<file path="src/common/coh_config.svh">
`ifndef COH_CONFIG_SVH
`define COH_CONFIG_SVH

// Cache geometry, direct mapped
`define COH_NUM_LINES    8
`define COH_BLOCK_WORDS  2
`define COH_INDEX_BITS   3
`define COH_TAG_BITS     26

// Main memory
`define COH_MEM_WORDS    1024
`define COH_MEM_LATENCY  4

`endif

</file>
<file path="src/common/coh_pkg.sv">
package coh_pkg;

`include "coh_config.svh"

    typedef logic [31:0] word_t;
    typedef logic [31:0] addr_t;                        // [2] word, [5:3] index, [31:6] tag
    typedef word_t [`COH_BLOCK_WORDS-1:0] block_t;

    typedef enum logic [1:0] {MESI_I, MESI_S, MESI_E, MESI_M} mesi_e;

    typedef enum logic [1:0] {BUS_RD, BUS_RDX, BUS_UPGR, BUS_WB} bus_cmd_e;

    typedef enum logic [1:0] {BUS_IDLE, BUS_SNOOP, BUS_MEM, BUS_DONE} bus_state_e;

    typedef enum logic [1:0] {C_SWEEP, C_IDLE, C_WB, C_MISS} cache_state_e;

    typedef struct packed {
        logic  ren;
        logic  wen;
        addr_t addr;
        word_t wdata;
    } proc_req_t;

    typedef struct packed {
        word_t rdata;
        logic  busy;
        logic  init_done;
    } proc_resp_t;

    typedef struct packed {
        logic     valid;
        bus_cmd_e cmd;
        addr_t    addr;                                 // Block aligned
        block_t   wb_data;
    } bus_req_t;

    typedef struct packed {
        logic   done;
        block_t data;
        logic   shared;
    } bus_resp_t;

    typedef struct packed {
        logic     valid;
        bus_cmd_e cmd;
        addr_t    addr;
    } snoop_req_t;

    typedef struct packed {
        logic   hit;
        logic   dirty;
        block_t data;
    } snoop_resp_t;

    typedef struct packed {
        logic   valid;
        logic   we;
        addr_t  addr;
        block_t wdata;
    } mem_req_t;

    typedef struct packed {
        logic   done;
        block_t rdata;
    } mem_resp_t;

endpackage

</file>
<file path="src/design/coherence_bus.sv">
`timescale 1ns/1ps

module coherence_bus
    import coh_pkg::*;
(
    input  logic        CLK,
    input  logic        rst_n,
    input  bus_req_t    req0,
    input  bus_req_t    req1,
    output bus_resp_t   resp0,
    output bus_resp_t   resp1,
    output snoop_req_t  snp0,
    output snoop_req_t  snp1,
    input  snoop_resp_t snpr0,
    input  snoop_resp_t snpr1,
    output mem_req_t    mem_req,
    input  mem_resp_t   mem_resp
);
    bus_state_e  state;
    logic        owner;                                 // Last granted cache
    logic        gnt_pick;
    bus_cmd_e    cmd_q;
    addr_t       addr_q;
    block_t      wbd_q;
    block_t      fill_q;
    logic        hit_q;
    logic        dirty_q;
    snoop_resp_t snpr;
    logic        snp_en;
    logic        mem_we;

    // Round robin on a tie, otherwise whoever asks
    assign gnt_pick = (req0.valid && req1.valid) ? !owner : req1.valid;

    assign snpr   = owner ? snpr0 : snpr1;              // Answer from the other cache
    assign snp_en = state == BUS_SNOOP && cmd_q != BUS_WB;
    assign mem_we = cmd_q == BUS_WB || dirty_q;

    always_ff @(posedge CLK or negedge rst_n) begin
        if (!rst_n) begin
            state   <= BUS_IDLE;
            owner   <= 1'b1;                            // Cache 0 wins the first tie
            hit_q   <= 1'b0;
            dirty_q <= 1'b0;
        end else begin
            case (state)
                BUS_IDLE: begin
                    if (req0.valid || req1.valid) begin
                        owner <= gnt_pick;
                        state <= BUS_SNOOP;
                    end
                end
                BUS_SNOOP: begin
                    hit_q   <= snpr.hit;
                    dirty_q <= snpr.dirty;
                    // Clean copies come from the other cache, upgrades need no data
                    if (snpr.dirty || (cmd_q != BUS_UPGR && !snpr.hit)) begin
                        state <= BUS_MEM;
                    end else begin
                        state <= BUS_DONE;
                    end
                end
                BUS_MEM: if (mem_resp.done) state <= BUS_DONE;
                default: state <= BUS_IDLE;
            endcase
        end
    end

    always_ff @(posedge CLK) begin
        if (state == BUS_IDLE) begin
            cmd_q  <= gnt_pick ? req1.cmd : req0.cmd;
            addr_q <= gnt_pick ? req1.addr : req0.addr;
            wbd_q  <= gnt_pick ? req1.wb_data : req0.wb_data;
        end
        if (state == BUS_SNOOP) begin
            fill_q <= snpr.data;
        end
        if (state == BUS_MEM && mem_resp.done && !mem_we) begin
            fill_q <= mem_resp.rdata;
        end
    end

    assign snp0 = '{valid: snp_en && owner, cmd: cmd_q, addr: addr_q};
    assign snp1 = '{valid: snp_en && !owner, cmd: cmd_q, addr: addr_q};

    assign resp0 = '{done: state == BUS_DONE && !owner, data: fill_q, shared: hit_q};
    assign resp1 = '{done: state == BUS_DONE && owner, data: fill_q, shared: hit_q};

    // Dirty snoop data goes to memory and to the requester
    assign mem_req = '{
        valid: state == BUS_MEM,
        we:    mem_we,
        addr:  addr_q,
        wdata: (cmd_q == BUS_WB) ? wbd_q : fill_q
    };

    assert property (@(posedge CLK) disable iff (!rst_n)
        !(snp0.valid && snp1.valid));

    assert property (@(posedge CLK) disable iff (!rst_n)
        $onehot0({resp0.done, resp1.done}));

endmodule

</file>
<file path="config.mk">
export PLATFORM = sky130hd
export DESIGN_NAME = coherence_bus
export DESIGN_NICKNAME = d
export VERILOG_FILES = /design/src/common/coh_pkg.sv /design/src/design/coherence_bus.sv
export VERILOG_INCLUDE_DIRS = /design/src /design/src/common
export SDC_FILE = /design/constraint.sdc
export NUM_CORES = 1
export LEC_CHECK = 0
export BUFFER_PORTS_ARGS = -buffer_cell sky130_fd_sc_hd__buf_4
export CAP_MARGIN = 10
export CORE_AREA = 2 2 270 272
export DETAILED_ROUTE_END_ITERATION = 10
export DIE_AREA = 0 0 272 274
export GPL_TIMING_DRIVEN = 0
export PLACE_DENSITY_LB_ADDON = 0.1
export SLEW_MARGIN = 20
export SYNTH_ARGS = -nofsm -noshare
export SYNTH_HDL_FRONTEND = slang
export SYNTH_SLANG_ARGS = --single-unit
export TNS_END_PERCENT = 1
</file>
<file path="constraint.sdc">
create_clock -name CLK -period 8.99 [get_ports CLK]
set_clock_uncertainty 0.1 [all_clocks]
set_input_delay 1.798 -clock CLK [delete_from_list [all_inputs] [get_ports CLK]]
set_output_delay 1.798 -clock CLK [all_outputs]
set_load 0.03 [all_outputs]
</file>
==> flow_summary.ini <==
[drt]
drtPass1Iterations = 4
wl_met3_mm = 4.18
vias_per_cell = 3.42
drt_wl_total_mm = 49.3
wl_met2_mm = 26.9
postRouteAntennaNets = 0
wl_per_cell_um = 21.0
drtIter0Drc = 184
drc = 0
vias = 8023
highest_layer = met5
wl_met1_mm = 17.7

[setup_path]
r2r_start = cmd_q[1]
crit_type = register to primary output
path_max_fanout = 10
cp-end-kind = primary output
cpLargestDelayFamily = buffers and inverters
cp_slowest_cell = buf_2
critPathLaunch = cmd_q[1]
startpoint_type = register
path_buf_inv = 3
reg2reg_slack_ns = 5.97
path_cells = nand2_1 > buf_2 > buf_2 > mux2_2 > buf_4
crit_arrival_ns = 2.86
slowest_delay_ns = 0.48
crit_path_frequent_cell = buf_2
timing.critical_path.required_ns = 7.09

[sta]
slew_headroom = 0.589
slew_viol_final = 0
layout_min_cycle_time_ns = 4.76
clock.fmax_mhz = 210
worst_pin_slew_ns = 0.617
setup_viol = 0
rsz0062_at_grt = no
setup_ws_ns = 4.23
min_period_over_period = 0.529
finalHoldViolations = 0
tns_ns = 0

[min_path]
hold_start = dirty_q
hp-class = register to register

[run_status]
status = finished, final reports clean

[clocking]
root_buffer = clkbuf_16
clock_path_buffers = 2
cts_setup_buffers = 0
cts.hold.buffers_added = 0
cts_tree = built
cts_made_buffers = 17
cts.repair.resized = 0
htreeDepth = 4
clock_latency_ns = 0.48
clock-sinks = 167
cts.clk_slew.worst_paths_ns = 0.07

[global_route]
grt_max_degree = 39
antenna_found_initial = 2
overflow = 0
grt.total_usage = 0.127
grt_pass1_wl_mm = 65.2
grt_pass1_vias = 8414

[synth]
synth_seq_cells = 167
ys_seq_area_frac = 0.497
ys.flop_type = edfxtp_1
synth_edf_count = 162
yosys.area.top_type = edfxtp_1
yosys.cell_types.count = 27
synth.avg_cell_area_sq_um = 15.3
synth_fp_nets = 1058
synth_warnings = 0
syn_inst = 656
synth_async_sr_flop_share = 0.0299
yosysTopAreaCellShare = 0.485
syn_area_sq_um = 10000
synthTopCellsByArea = edfxtp_1 48%, mux2_2 25%, buf_4 10%

[floorplanning]
io_pins = 697
die_w_um = 272
rows = 99
die_h_um = 274
initial_core_util = 0.139
core_sq_um = 72000
design.die.area_sq_um = 74500

[placement]
gp_congestion = 0.778
dp.final_hpwl_mm = 40.0
pre_cts_slack_ns = 4.55
place.port_buffers = 696

[cells_and_area]
nNetsFinal = 1776
final_common_cell = buf_4
final_cell_mix = 836 x buf_4, 219 x mux2_2, 162 x edfxtp_1
syn_to_final_growth_pct = 71.0
drive_gt1_frac = 0.856

[power]
ir_drop_v = 0.000152
pwr_density_cell_nw_per_um2 = 342
p_leak_nw = 7.53

[flow_run]
max-cap-violations = 0
## routing by layer
metal / GRT usage / vias up
met5: 0 / -
met4: 0.0312 / 2
met3: 0.0504 / 29
met2: 0.241 / 385
met1: 0.128 / 3870
li1: - / 3737
## cell usage after synthesis (all sizes together), types with 2 or more instances
cell and instances:
ha 5, nor2 3, and2 2, inv 2, nor2b 2, edfxtp 162
dfrtp 4, a21oi 3, nand2b 2, buf 166, nand2 2, mux2 293
## worst register-to-register path, stage by stage (launching register included)
cell      delay (ns)
edfxtp_1        0.47
nand2_1         0.43
and4b_1         0.32
buf_6           0.22
buf_6           0.24
or2_4           0.53
buf_16          0.29
## report_power, final
| part | total, mW | switching [mW] | internal, mW |
|---|---|---|---|
| sequential | 1.50 | 0.220 | 1.28 |
| combinational | 3.56 | 2.01 | 1.55 |
| clock | 0.813 | 0.373 | 0.440 |
| total | 5.87 | 2.60 | 3.27 |
## cells by family after synthesis
group	after synthesis	synth area share
buffers and inverters	168	0.127
DFF	167	0.497
AOI/OAI and AO/OA	7	0.00486
and+or+nand+nor	15	0.00873
muxes	294	0.356
adders and majority gates	5	0.00624
## sequential cells by signal, indices dropped and copies added (netlist names)
name     cells
owner        1
state        2
dirty_q      1
wbd_q       64
addr_q      32
resp0       64
cmd_q        2
hit_q        1
## final timing paths
| check | cells after the start | end |
|---|---|---|
| worst min register to register | 2 | dirty_q |
| min in group asynchronous | 1 | hit_q |
| worst min-delay path | 2 | dirty_q |
| worst max-delay path | 5 | mem_req[43] |
| worst max register to register | 6 | resp0[40] |
| max in group asynchronous | 1 | owner |
## stage by stage
stage | util | cell area (sq um) | cells | power [mW] | hold slack [ns]
global placement | 0.229 | 16500 | 2311 | 5.18 | 0.453
CTS | 0.238 | 17200 | 2345 | 6.03 | 0.475
global route | 0.238 | 17200 | 2345 | 6.17 | 0.526
detailed placement | 0.230 | 16600 | 2314 | 5.17 | 0.456
finish | 0.238 | 17200 | 2346 | 5.87 | 0.466
floorplan | - | 10000 | 656 | 3.68 | 0.402
## cell type report
type	count	area (sq um)
Fill cell	7727	54800
Clock buffer	18	429
Multi-Input combinational cell	321	3790
Tap cell	959	1200
Clock inverter	13	171
Buffer	166	1260
Sequential cell	167	4990
Timing Repair Buffer	699	5310
Inverter	2	7.51
Antenna cell	1	2.50
No activity file was read; power rests on OpenSTA's default activity.
