File: config.mk
export PLATFORM = sky130hd
export DESIGN_NAME = l1_cache
export DESIGN_NICKNAME = d
export VERILOG_FILES = /design/src/common/coh_pkg.sv /design/src/cache/line_sweep.sv /design/src/cache/l1_line_array.sv /design/src/cache/l1_cache.sv
export VERILOG_INCLUDE_DIRS = /design/src /design/src/common
export SDC_FILE = /design/constraint.sdc
export NUM_CORES = 1
export LEC_CHECK = 0
export BUFFER_PORTS_ARGS = -buffer_cell sky130_fd_sc_hd__buf_4
export CORE_MARGIN = 2
export CORE_UTILIZATION = 40
export CTS_CLUSTER_DIAMETER = 120
export CTS_CLUSTER_SIZE = 40
export DETAILED_ROUTE_END_ITERATION = 10
export PLACE_DENSITY = 0.56
export SLEW_MARGIN = 20
export SYNTH_ARGS = -nofsm -noshare
export SYNTH_HDL_FRONTEND = slang
export SYNTH_SLANG_ARGS = --single-unit
File: constraint.sdc
create_clock -name CLK -period 13.8 [get_ports CLK]
set_input_delay 2.76 -clock CLK [delete_from_list [all_inputs] [get_ports CLK]]
set_output_delay 2.76 -clock CLK [all_outputs]
set_load 0.02 [all_outputs]
File: src/common/coh_config.svh
`ifndef COH_CONFIG_SVH
`define COH_CONFIG_SVH

// Cache geometry, direct mapped
`define COH_NUM_LINES    8
`define COH_BLOCK_WORDS  2
`define COH_INDEX_BITS   3
`define COH_TAG_BITS     26

// Main memory
`define COH_MEM_WORDS    1024
`define COH_MEM_LATENCY  4

`endif

File: src/common/coh_pkg.sv
package coh_pkg;

`include "coh_config.svh"

    typedef logic [31:0] word_t;
    typedef logic [31:0] addr_t;                        // [2] word, [5:3] index, [31:6] tag
    typedef word_t [`COH_BLOCK_WORDS-1:0] block_t;

    typedef enum logic [1:0] {MESI_I, MESI_S, MESI_E, MESI_M} mesi_e;

    typedef enum logic [1:0] {BUS_RD, BUS_RDX, BUS_UPGR, BUS_WB} bus_cmd_e;

    typedef enum logic [1:0] {BUS_IDLE, BUS_SNOOP, BUS_MEM, BUS_DONE} bus_state_e;

    typedef enum logic [1:0] {C_SWEEP, C_IDLE, C_WB, C_MISS} cache_state_e;

    typedef struct packed {
        logic  ren;
        logic  wen;
        addr_t addr;
        word_t wdata;
    } proc_req_t;

    typedef struct packed {
        word_t rdata;
        logic  busy;
        logic  init_done;
    } proc_resp_t;

    typedef struct packed {
        logic     valid;
        bus_cmd_e cmd;
        addr_t    addr;                                 // Block aligned
        block_t   wb_data;
    } bus_req_t;

    typedef struct packed {
        logic   done;
        block_t data;
        logic   shared;
    } bus_resp_t;

    typedef struct packed {
        logic     valid;
        bus_cmd_e cmd;
        addr_t    addr;
    } snoop_req_t;

    typedef struct packed {
        logic   hit;
        logic   dirty;
        block_t data;
    } snoop_resp_t;

    typedef struct packed {
        logic   valid;
        logic   we;
        addr_t  addr;
        block_t wdata;
    } mem_req_t;

    typedef struct packed {
        logic   done;
        block_t rdata;
    } mem_resp_t;

endpackage

File: src/cache/line_sweep.sv
`timescale 1ns/1ps
`include "coh_config.svh"

module line_sweep (
    input  logic                       CLK,
    input  logic                       rst_n,
    output logic                       inv_en,
    output logic [`COH_INDEX_BITS-1:0] inv_index,
    output logic                       init_done
);
    always_ff @(posedge CLK or negedge rst_n) begin
        if (!rst_n) begin
            inv_index <= '0;
            init_done <= 1'b0;
        end else if (!init_done) begin
            if (inv_index == `COH_INDEX_BITS'(`COH_NUM_LINES - 1)) begin
                init_done <= 1'b1;                      // Last line cleared this edge
            end else begin
                inv_index <= inv_index + 1'b1;
            end
        end
    end

    assign inv_en = !init_done;

endmodule

File: src/cache/l1_line_array.sv
`timescale 1ns/1ps
`include "coh_config.svh"

module l1_line_array
    import coh_pkg::*;
(
    input  logic                       CLK,
    input  logic                       rst_n,
    input  logic [`COH_INDEX_BITS-1:0] rd_index,
    output logic [`COH_TAG_BITS-1:0]   tag_out,
    output mesi_e                      state_out,
    output block_t                     data_out,
    input  logic                       wr_en,
    input  logic [`COH_INDEX_BITS-1:0] wr_index,
    input  logic [`COH_TAG_BITS-1:0]   wr_tag,
    input  mesi_e                      wr_state,
    input  block_t                     wr_data,
    input  addr_t                      snp_addr,
    output logic                       snp_hit,
    output mesi_e                      snp_state,
    output block_t                     snp_data,
    input  logic                       snp_state_wr_en,
    input  mesi_e                      snp_new_state,
    input  logic                       inv_en,
    input  logic [`COH_INDEX_BITS-1:0] inv_index
);
    localparam int IDX_LO = 2 + $clog2(`COH_BLOCK_WORDS);

    logic [`COH_TAG_BITS-1:0]   tags   [`COH_NUM_LINES];
    mesi_e                      states [`COH_NUM_LINES];
    block_t                     blocks [`COH_NUM_LINES];
    logic [`COH_INDEX_BITS-1:0] snp_index;

    assign tag_out   = tags[rd_index];
    assign state_out = states[rd_index];
    assign data_out  = blocks[rd_index];

    assign snp_index = snp_addr[IDX_LO +: `COH_INDEX_BITS];
    assign snp_state = states[snp_index];
    assign snp_data  = blocks[snp_index];
    assign snp_hit   = snp_state != MESI_I && tags[snp_index] == snp_addr[31 -: `COH_TAG_BITS];

    always_ff @(posedge CLK) begin
        if (wr_en) begin
            tags[wr_index]   <= wr_tag;
            blocks[wr_index] <= wr_data;
        end
    end

    // Sweep has priority, valid bits are garbage until it finishes
    always_ff @(posedge CLK) begin
        if (inv_en) begin
            states[inv_index] <= MESI_I;
        end else begin
            if (wr_en) states[wr_index] <= wr_state;
            if (snp_state_wr_en) states[snp_index] <= snp_new_state;
        end
    end

    assert property (@(posedge CLK) disable iff (!rst_n)
        !(wr_en && snp_state_wr_en && wr_index == snp_index));

endmodule

File: src/cache/l1_cache.sv
`timescale 1ns/1ps
`include "coh_config.svh"

module l1_cache
    import coh_pkg::*;
(
    input  logic        CLK,
    input  logic        rst_n,
    input  proc_req_t   proc_req,
    output proc_resp_t  proc_resp,
    output bus_req_t    bus_req,
    input  bus_resp_t   bus_resp,
    input  snoop_req_t  snoop_req,
    output snoop_resp_t snoop_resp
);
    localparam int OFF_BITS = $clog2(`COH_BLOCK_WORDS);
    localparam int IDX_LO   = 2 + OFF_BITS;

    cache_state_e               state;
    logic [`COH_INDEX_BITS-1:0] index;
    logic [`COH_INDEX_BITS-1:0] inv_index;
    logic [`COH_TAG_BITS-1:0]   tag;
    logic [`COH_TAG_BITS-1:0]   tag_out;
    logic [OFF_BITS-1:0]        offset;
    mesi_e                      state_out;
    mesi_e                      snp_state;
    mesi_e                      wr_state;
    block_t                     data_out;
    block_t                     snp_data;
    block_t                     base_data;
    block_t                     line_wdata;
    bus_cmd_e                   miss_cmd;
    logic                       pending;
    logic                       tag_hit;
    logic                       hit;
    logic                       snoop_block;
    logic                       hit_done;
    logic                       fill_done;
    logic                       wr_en;
    logic                       snp_hit;
    logic                       inv_en;
    logic                       init_done;

    assign index   = proc_req.addr[IDX_LO +: `COH_INDEX_BITS];
    assign tag     = proc_req.addr[31 -: `COH_TAG_BITS];
    assign offset  = proc_req.addr[2 +: OFF_BITS];
    assign pending = proc_req.ren || proc_req.wen;
    assign tag_hit = state_out != MESI_I && tag_out == tag;

    // Writes need ownership, reads take any valid copy
    assign hit = proc_req.wen ? tag_hit && state_out inside {MESI_E, MESI_M} : tag_hit;

    // A snoop on our index this cycle may change the line under us
    assign snoop_block = snoop_req.valid && snoop_req.addr[IDX_LO +: `COH_INDEX_BITS] == index;
    assign hit_done    = state == C_IDLE && pending && hit && !snoop_block;
    assign fill_done   = state == C_MISS && bus_resp.done;

    always_comb begin
        if (!proc_req.wen) begin
            miss_cmd = BUS_RD;
        end else if (tag_hit) begin
            miss_cmd = BUS_UPGR;                        // Line still held in S
        end else begin
            miss_cmd = BUS_RDX;
        end
    end

    // Fill data, or the line itself for a hit or an upgrade
    assign base_data = (state == C_IDLE || miss_cmd == BUS_UPGR) ? data_out : bus_resp.data;

    always_comb begin
        line_wdata = base_data;
        if (proc_req.wen) begin
            line_wdata[offset] = proc_req.wdata;
        end
    end

    assign wr_en = (hit_done && proc_req.wen) || fill_done;

    always_comb begin
        if (!fill_done || proc_req.wen) begin
            wr_state = MESI_M;
        end else begin
            wr_state = bus_resp.shared ? MESI_S : MESI_E;
        end
    end

    always_ff @(posedge CLK or negedge rst_n) begin
        if (!rst_n) begin
            state <= C_SWEEP;
        end else begin
            case (state)
                C_SWEEP: if (init_done) state <= C_IDLE;
                C_IDLE: begin
                    if (pending && !hit && !snoop_block) begin
                        // Dirty victim goes out before the fill
                        state <= (state_out == MESI_M && !tag_hit) ? C_WB : C_MISS;
                    end
                end
                C_WB: if (state_out != MESI_M || bus_resp.done) state <= C_MISS;
                default: if (bus_resp.done) state <= C_IDLE;
            endcase
        end
    end

    assign bus_req = '{
        valid:   (state == C_WB && state_out == MESI_M) || state == C_MISS,
        cmd:     (state == C_WB) ? BUS_WB : miss_cmd,
        addr:    {(state == C_WB) ? tag_out : tag, index, {IDX_LO{1'b0}}},
        wb_data: data_out
    };

    // Ready is reported once the controller has left the sweep
    assign proc_resp = '{
        rdata:     data_out[offset],
        busy:      !(state == C_IDLE && (!pending || (hit && !snoop_block))),
        init_done: state != C_SWEEP
    };

    assign snoop_resp = '{
        hit:   snoop_req.valid && snp_hit,
        dirty: snoop_req.valid && snp_hit && snp_state == MESI_M,
        data:  snp_data
    };

    l1_line_array u_line_array (
        .CLK             (CLK),
        .rst_n           (rst_n),
        .rd_index        (index),
        .tag_out         (tag_out),
        .state_out       (state_out),
        .data_out        (data_out),
        .wr_en           (wr_en),
        .wr_index        (index),
        .wr_tag          (tag),
        .wr_state        (wr_state),
        .wr_data         (line_wdata),
        .snp_addr        (snoop_req.addr),
        .snp_hit         (snp_hit),
        .snp_state       (snp_state),
        .snp_data        (snp_data),
        .snp_state_wr_en (snoop_resp.hit),
        .snp_new_state   ((snoop_req.cmd == BUS_RD) ? MESI_S : MESI_I),
        .inv_en          (inv_en),
        .inv_index       (inv_index)
    );

    line_sweep u_line_sweep (
        .CLK       (CLK),
        .rst_n     (rst_n),
        .inv_en    (inv_en),
        .inv_index (inv_index),
        .init_done (init_done)
    );

    assert property (@(posedge CLK) disable iff (!rst_n)
        state inside {C_IDLE, C_SWEEP} |-> !bus_req.valid);

    // The bus only completes a request we are still holding
    assert property (@(posedge CLK) disable iff (!rst_n)
        bus_resp.done |-> bus_req.valid);

endmodule

==> results of run 1 <==
==> area by class of cell <==
cell class                      count  share of cell area, %
Multi-Input combinational cell   1586                  31.04
Sequential cell                   742                  55.01
Timing Repair Buffer              417                  7.814
Tap cell                         1165                  3.617
Antenna cell                        4                0.02484
Clock inverter                     15                 0.6457
Inverter                           18                 0.1676
Clock buffer                       27                  1.676
==> power by group <==
part	leakage (µW)	internal, µW	switching, µW
clock network	0.000448	399	745
logic	0.00645	424	805
registers	0.00669	2690	46.1
==> metal layers <==
layer	global-route usage [%]	vias to the layer above	share of wire, %
met4	8.316	6	3.0
met3	3.888	208	9.4
met1	36.40	13357	39
met2	44.70	1569	48
li1	-	10881	-
met5	0	-	0.029
==> critical path, stage by stage <==
cell and delay, ns:
buf_4 0.33, buf_4 0.53, nand2_1 0.70, o22ai_1 0.50
nor3_1 0.10, nor4b_1 0.77, nand4_1 0.17, nor4_1 0.83
and2_1 0.36, o21a_1 0.15, o21ai_0 0.10, buf_4 0.20
==> cells in the mapped netlist, types with 5 or more instances <==
cell type    n  area [µm²]
clkbuf_1   124       465.5
buf_4       22       165.2
dfrtp_1      6       150.1
a222oi_1     8       80.08
a21o_1       9       67.56
a221o_1     30       300.3
nor3_1      31       155.2
mux2i_1    175        1752
nor4_1       6       37.54
a22o_1      45       394.1
nand2_1     81       304.0
edfxtp_1   728       21860
and2_1      15       93.84
nor2_1     137       514.2
mux4_2      56        1261
a311o_1      6       60.06
buf_2       27       135.1
buf_1       25       93.84
a21oi_1    133       665.6
nand3_1     47       235.2
inv_1       16       60.06
and3_1       6       37.54
a221oi_1    73       639.4
xnor2_1     22       192.7
o22ai_1     18       112.6
ha_1         6       75.07
nor2b_1     12       75.07
o211ai_1     5       37.54
nor2_4       8       90.09
o2bb2ai_1    8       70.07
a31oi_1     19       118.9
dfxtp_1      8       160.2
mux2_2     100        1126
buf_6       16       180.2
a211oi_1    10       75.07
nor3b_1      5       37.54
nand2b_1     6       37.54
o21ai_0     45       225.2
xor2_1      23       201.4
nand4_1     76       475.5
a22oi_1    308        2312
==> layout by cell type, fill, tap and decap left out, drive strengths merged, types with 47 or more instances in the layout <==
cell / count
edfxtp: 728
buf: 416
a22oi: 308
mux2i: 175
nor2: 145
a21oi: 133
mux2: 102
nand2: 81
a221oi: 77
nand4: 76
mux4: 56
nand3: 47
==> kinds of logic (layout without fill, tap and decap cells) <==
| family | count (synthesis) | in the layout | share of synthesized area (%) |
|---|---|---|---|
| compound gates | 746 | 746 | 15.24 |
| flops | 742 | 742 | 62.21 |
| simple gates | 453 | 453 | 6.435 |
| mux | 333 | 333 | 11.68 |
| buf+inv | 232 | 477 | 3.107 |
| xor+xnor | 45 | 45 | 1.106 |
| fa+ha+maj | 6 | 6 | 0.2106 |
| other cells | 1 | 7 | 0.01052 |
==> how the worst max path moves through the flow <==
stage	from	endpoint	slack, ns	cells past startpoint
floorplan	proc_req[35]	u_line_array.blocks[6][0]	2.27	12
global placement	proc_req[37]	proc_resp[1]	3.61	12
detailed placement	proc_req[37]	proc_resp[1]	3.61	12
CTS	proc_req[37]	proc_resp[1]	3.58	12
global route	proc_req[37]	proc_resp[1]	3.41	12
finish	proc_req[37]	proc_resp[1]	3.46	12
==> stage by stage <==
| step | cell area [µm²] | setup WS (ns) | hold WS (ns) | utilization [%] |
|---|---|---|---|---|
| 2_1_floorplan | 35650 | 2.270 | 0.5116 | - |
| 3_3_place_gp | 39350 | 3.613 | 0.5286 | 44.53 |
| 3_5_place_dp | 39350 | 3.606 | 0.5497 | 44.53 |
| 4_1_cts | 40290 | 3.583 | 0.5730 | 45.59 |
| 5_1_grt | 40300 | 3.409 | 0.6172 | 45.60 |
| 6_report | 40300 | 3.465 | 0.5673 | 45.61 |
==> sequential cells by signal, indices dropped and copies added, names as in the netlist <==
register,flops
state,2
u_line_array.blocks,512
u_line_array.states,16
u_line_array.tags,208
u_line_sweep.init_done,1
u_line_sweep.inv_index,3
==> impl_metrics.ini, run 1 <==
[outcome]
status = complete, no violations

[die]
core_um2 = 88370
start_util_pct = 40.33
die_h_um = 302.5
die_area_um2 = 91500
ioPinCount = 368
rows = 109
die_w_um = 302.5

[drt]
drt_first_iter_violations = 3406
vias = 26021
antenna_left = 0
drt_wl_total_um = 126900
drtPass1Iterations = 6
detail_route.wl_per_cell_um = 31.93
via_per_inst = 6.548
drc_errors = 0

[critical_path]
path_max_fanout = 34
worstPathRequired_ns = 11.04
arrival_ns = 7.58
crit_type = primary input to output port
start_kind = primary input
r2r_cells = 10
reg2reg_slack_ns = 8.13
r2r-end = u_line_array.blocks[3][28]
crit_path_end_kind = output port
reg2reg_from = u_line_array.tags[7][24]

[clocking]
path_clk_slew_ns = 0.12
cts_sinks = 742
clock-root-buffer = clkbuf_16
worstSkewPairLatency_ns = 0.68
numCtsBuffers = 27
htreeDepth = 1
post_cts_resized = 0
post_cts_buffers = 0
tritoncts = built
ctsLongestPathBuffers = 3
hold_buffers = 0

[run]
maxCapViolCount = 0

[logic_synthesis]
synth-edff-count = 728
synth_flop_cell = edfxtp_1
ys_types = 72
ys_async_sr_fraction_pct = 0.8086
ys_seq_area_share_pct = 62.21
synth_warnings = 0
netlist_instances = 2558
synth.avg_cell_area_um2 = 13.93
synth-seq-cells = 742
syn_area_um2 = 35640

[hold_path]
hold_end = state[1]
worstHoldPathCells = 1
hp-class = flop to flop
hp-start = state[1]

[power]
finalPower_uw = 5113
p_leak_uw = 0.01360
power.density_nw_per_um2 = 126.9
ir_drop_uv = 116.7

[finish]
nets = 2967
register_area_um2 = 22170
layout.cells.non_filler = 3974
fillers = 7846
drive_gt1_share_pct = 23.78
area_growth_pct = 13.09
multi_input_area_um2 = 12510

[timing]
maxSlewViolCount = 0
setup_tns_ns = 0
finalSetupViolCount = 0
maxSlewHeadroom_pct = 20.92
fmax_mhz = 96.76
fin_crit_sh_pct = 74.89
hold_violations = 0
finClkSkew_ns = 0.07780
tightestPinTransition_ns = 1.186
rsz0062_at_grt = false
fin_crit_ns = 10.34

[global_routing]
grt_overflow = 0
grt_start_max_net_pins = 72
grt_pass1_vias = 25759
grt_usage_pct = 26.81
grt_pass1_wl_um = 178900
antenna_found_initial = 7

[placed_design]
place_inst = 3928
dp_hpwl_um = 75140
io_buffer_count = 359
globalplace.congestion = 0.8635
Power figures use the tool's default switching activity.
==> inputs of run 2 (changes only) <==
==> constraint.sdc (replaced) <==
create_clock -name CLK -period 9.8 [get_ports CLK]
set_input_delay 1.96 -clock CLK [delete_from_list [all_inputs] [get_ports CLK]]
set_output_delay 1.96 -clock CLK [all_outputs]
set_load 0.02 [all_outputs]
==> impl_metrics.ini, run 2 (same netlist as run 1, synthesis figures left out) <==
[power]
p_sw_share_pct = 30.81
pwr-share-clk_pct = 21.5
internal-power_uw = 4929
power.density_nw_per_um2 = 176.3
ir_drop_uv = 149.1
p_seq_share_pct = 54.2
p_leak_uw = 0.01365
finalPower_uw = 7124
pwr-share-comb_pct = 24.3
p_switching_uw = 2195

[critical_path]
crit_type = primary input to output port
r2r_cells = 10
crit_path_end_kind = output port
path_max_fanout = 49
worstPathRequired_ns = 7.84
r2r-end = u_line_array.tags[5][24]
worstSetupStartpoint = snoop_req[4]
start_kind = primary input
cp-endpoint = snoop_resp[64]
arrival_ns = 6.02
reg2reg_from = u_line_array.tags[7][23]
reg2reg_slack_ns = 5.06

[finish]
drive_gt1_share_pct = 24.01
area_growth_pct = 13.40
nets = 2978
final_cell_mix = 728 x edfxtp_1, 418 x buf_4, 308 x a22oi_1
largest_register = u_line_array.blocks
final_common_cell = edfxtp_1
fillers = 7870
reg_top3 = u_line_array.blocks: 512 flops, u_line_array.tags: 208 flops, u_line_array.states: 16 flops
largest_reg_flops = 512
design_area_um2 = 40410

[drt]
drtPass1Iterations = 6
drc_errors = 0
detail_route.wl_per_cell_um = 31.88
antenna_left = 0
via_per_inst = 6.518
vias = 25950
drt_wl_total_um = 126900
drt_first_iter_violations = 3325

[timing]
fin_crit_sh_pct = 81.44
fmax_mhz = 125.3
tightestPinTransition_ns = 1.196
fin_crit_ns = 7.982
finClkSkew_ns = 0.04813
setup_ws_ns = 1.818
hold_violations = 0
finalSetupViolCount = 0
rsz0062_at_grt = false
maxSlewViolCount = 0
maxSlewHeadroom_pct = 20.30

[clocking]
path_clk_slew_ns = 0.12
htreeDepth = 1
post_cts_resized = 0
clock-root-buffer = clkbuf_16
post_cts_buffers = 0
hold_buffers = 0
ctsLongestPathBuffers = 3
numCtsBuffers = 25
worstSkewPairLatency_ns = 0.68
cts_sinks = 742
tritoncts = built

[die]
start_util_pct = 40.33
die_w_um = 302.5
core_um2 = 88370
rows = 109
die_area_um2 = 91500
ioPinCount = 368
die_h_um = 302.5

[global_routing]
grt_overflow = 0
grt_usage_pct = 26.78
grt_start_max_net_pins = 74
antenna_found_initial = 6
grt_pass1_vias = 25750
grt_pass1_wl_um = 178900

[placed_design]
globalplace.congestion = 0.8745
dpl_cell_area_um2 = 39570
dp_hpwl_um = 77170
post-place-ws_ns = 1.711
io_buffer_count = 359

[run]
maxCapViolCount = 0

[hold_path]
hp-class = flop to flop

[outcome]
status = complete, no violations
-- run 2: changes by cell type in the layout (fill, tap and decap cells not counted), sizes merged --
cell	delta
clkinv	+1
bufinv	+1
buf	+13
diode	-3
clkbuf	-2
inv	-3
-- run 2: metal layers --
layer / wire length [µm] / share of wire [%] / up-vias / global-route usage [%]
li1: - / - / 10910 / -
met1: 50050 / 39 / 13318 / 35.86
met2: 61180 / 48 / 1482 / 45.00
met3: 11860 / 9.3 / 228 / 4.490
met4: 3764 / 3.0 / 12 / 7.729
met5: 66 / 0.052 / - / 0
-- run 2: cell type report --
class | instances | area [µm²] | share of cell area [%]
Sequential cell | 742 | 22170 | 54.86
Multi-Input combinational cell | 1586 | 12510 | 30.94
Tap cell | 1165 | 1458 | 3.607
Inverter | 18 | 67.56 | 0.1672
Antenna cell | 1 | 2.502 | 0.006192
Clock buffer | 25 | 625.6 | 1.548
Clock inverter | 14 | 211.5 | 0.5232
Timing Repair Buffer | 430 | 3372 | 8.344
-- run 2: power by group through the flow --
stage	sequential [µW]	combinational (µW)	clock, µW
final	3860	1730	1540
after global routing	3870	1840	1660
after CTS	3850	1730	1560
after detailed placement	3930	1720	0
after global placement	3920	1700	0
after floorplan	3920	1050	0
-- run 2: how the worst min path moves through the flow --
stage | slack, ns | cells after the start | startpoint | endpoint
floorplan | 0.51 | 1 | state[1] | state[1]
global placement | 0.54 | 1 | state[1] | state[1]
detailed placement | 0.55 | 1 | state[1] | state[1]
CTS | 0.57 | 3 | u_line_array.states[2][1] | u_line_array.states[2][1]
global route | 0.61 | 3 | u_line_array.states[2][1] | u_line_array.states[2][1]
finish | 0.58 | 3 | u_line_array.states[2][1] | u_line_array.states[2][1]
-- run 2: through the flow --
stage | hold slack (ns) | utilization [%] | cells | TNS (ns)
after global routing | 0.6056 | 45.73 | 3980 | 0
after detailed placement | 0.5508 | 44.78 | 3941 | 0
after CTS | 0.5701 | 45.73 | 3980 | 0
after floorplan | 0.5116 | - | 2560 | -334.77
after global placement | 0.5374 | 44.78 | 3941 | 0
final | 0.5775 | 45.73 | 3981 | 0
-- run 2: critical path, stage by stage --
cell and delay [ns]:
buf_4 0.63, buf_12 0.34, mux4_2 0.53, and2_1 0.18, a221oi_2 0.19, xnor2_1 0.10
nor4_2 0.39, nand4_1 0.25, nor4_1 0.63, nor3b_1 0.52, buf_4 0.24
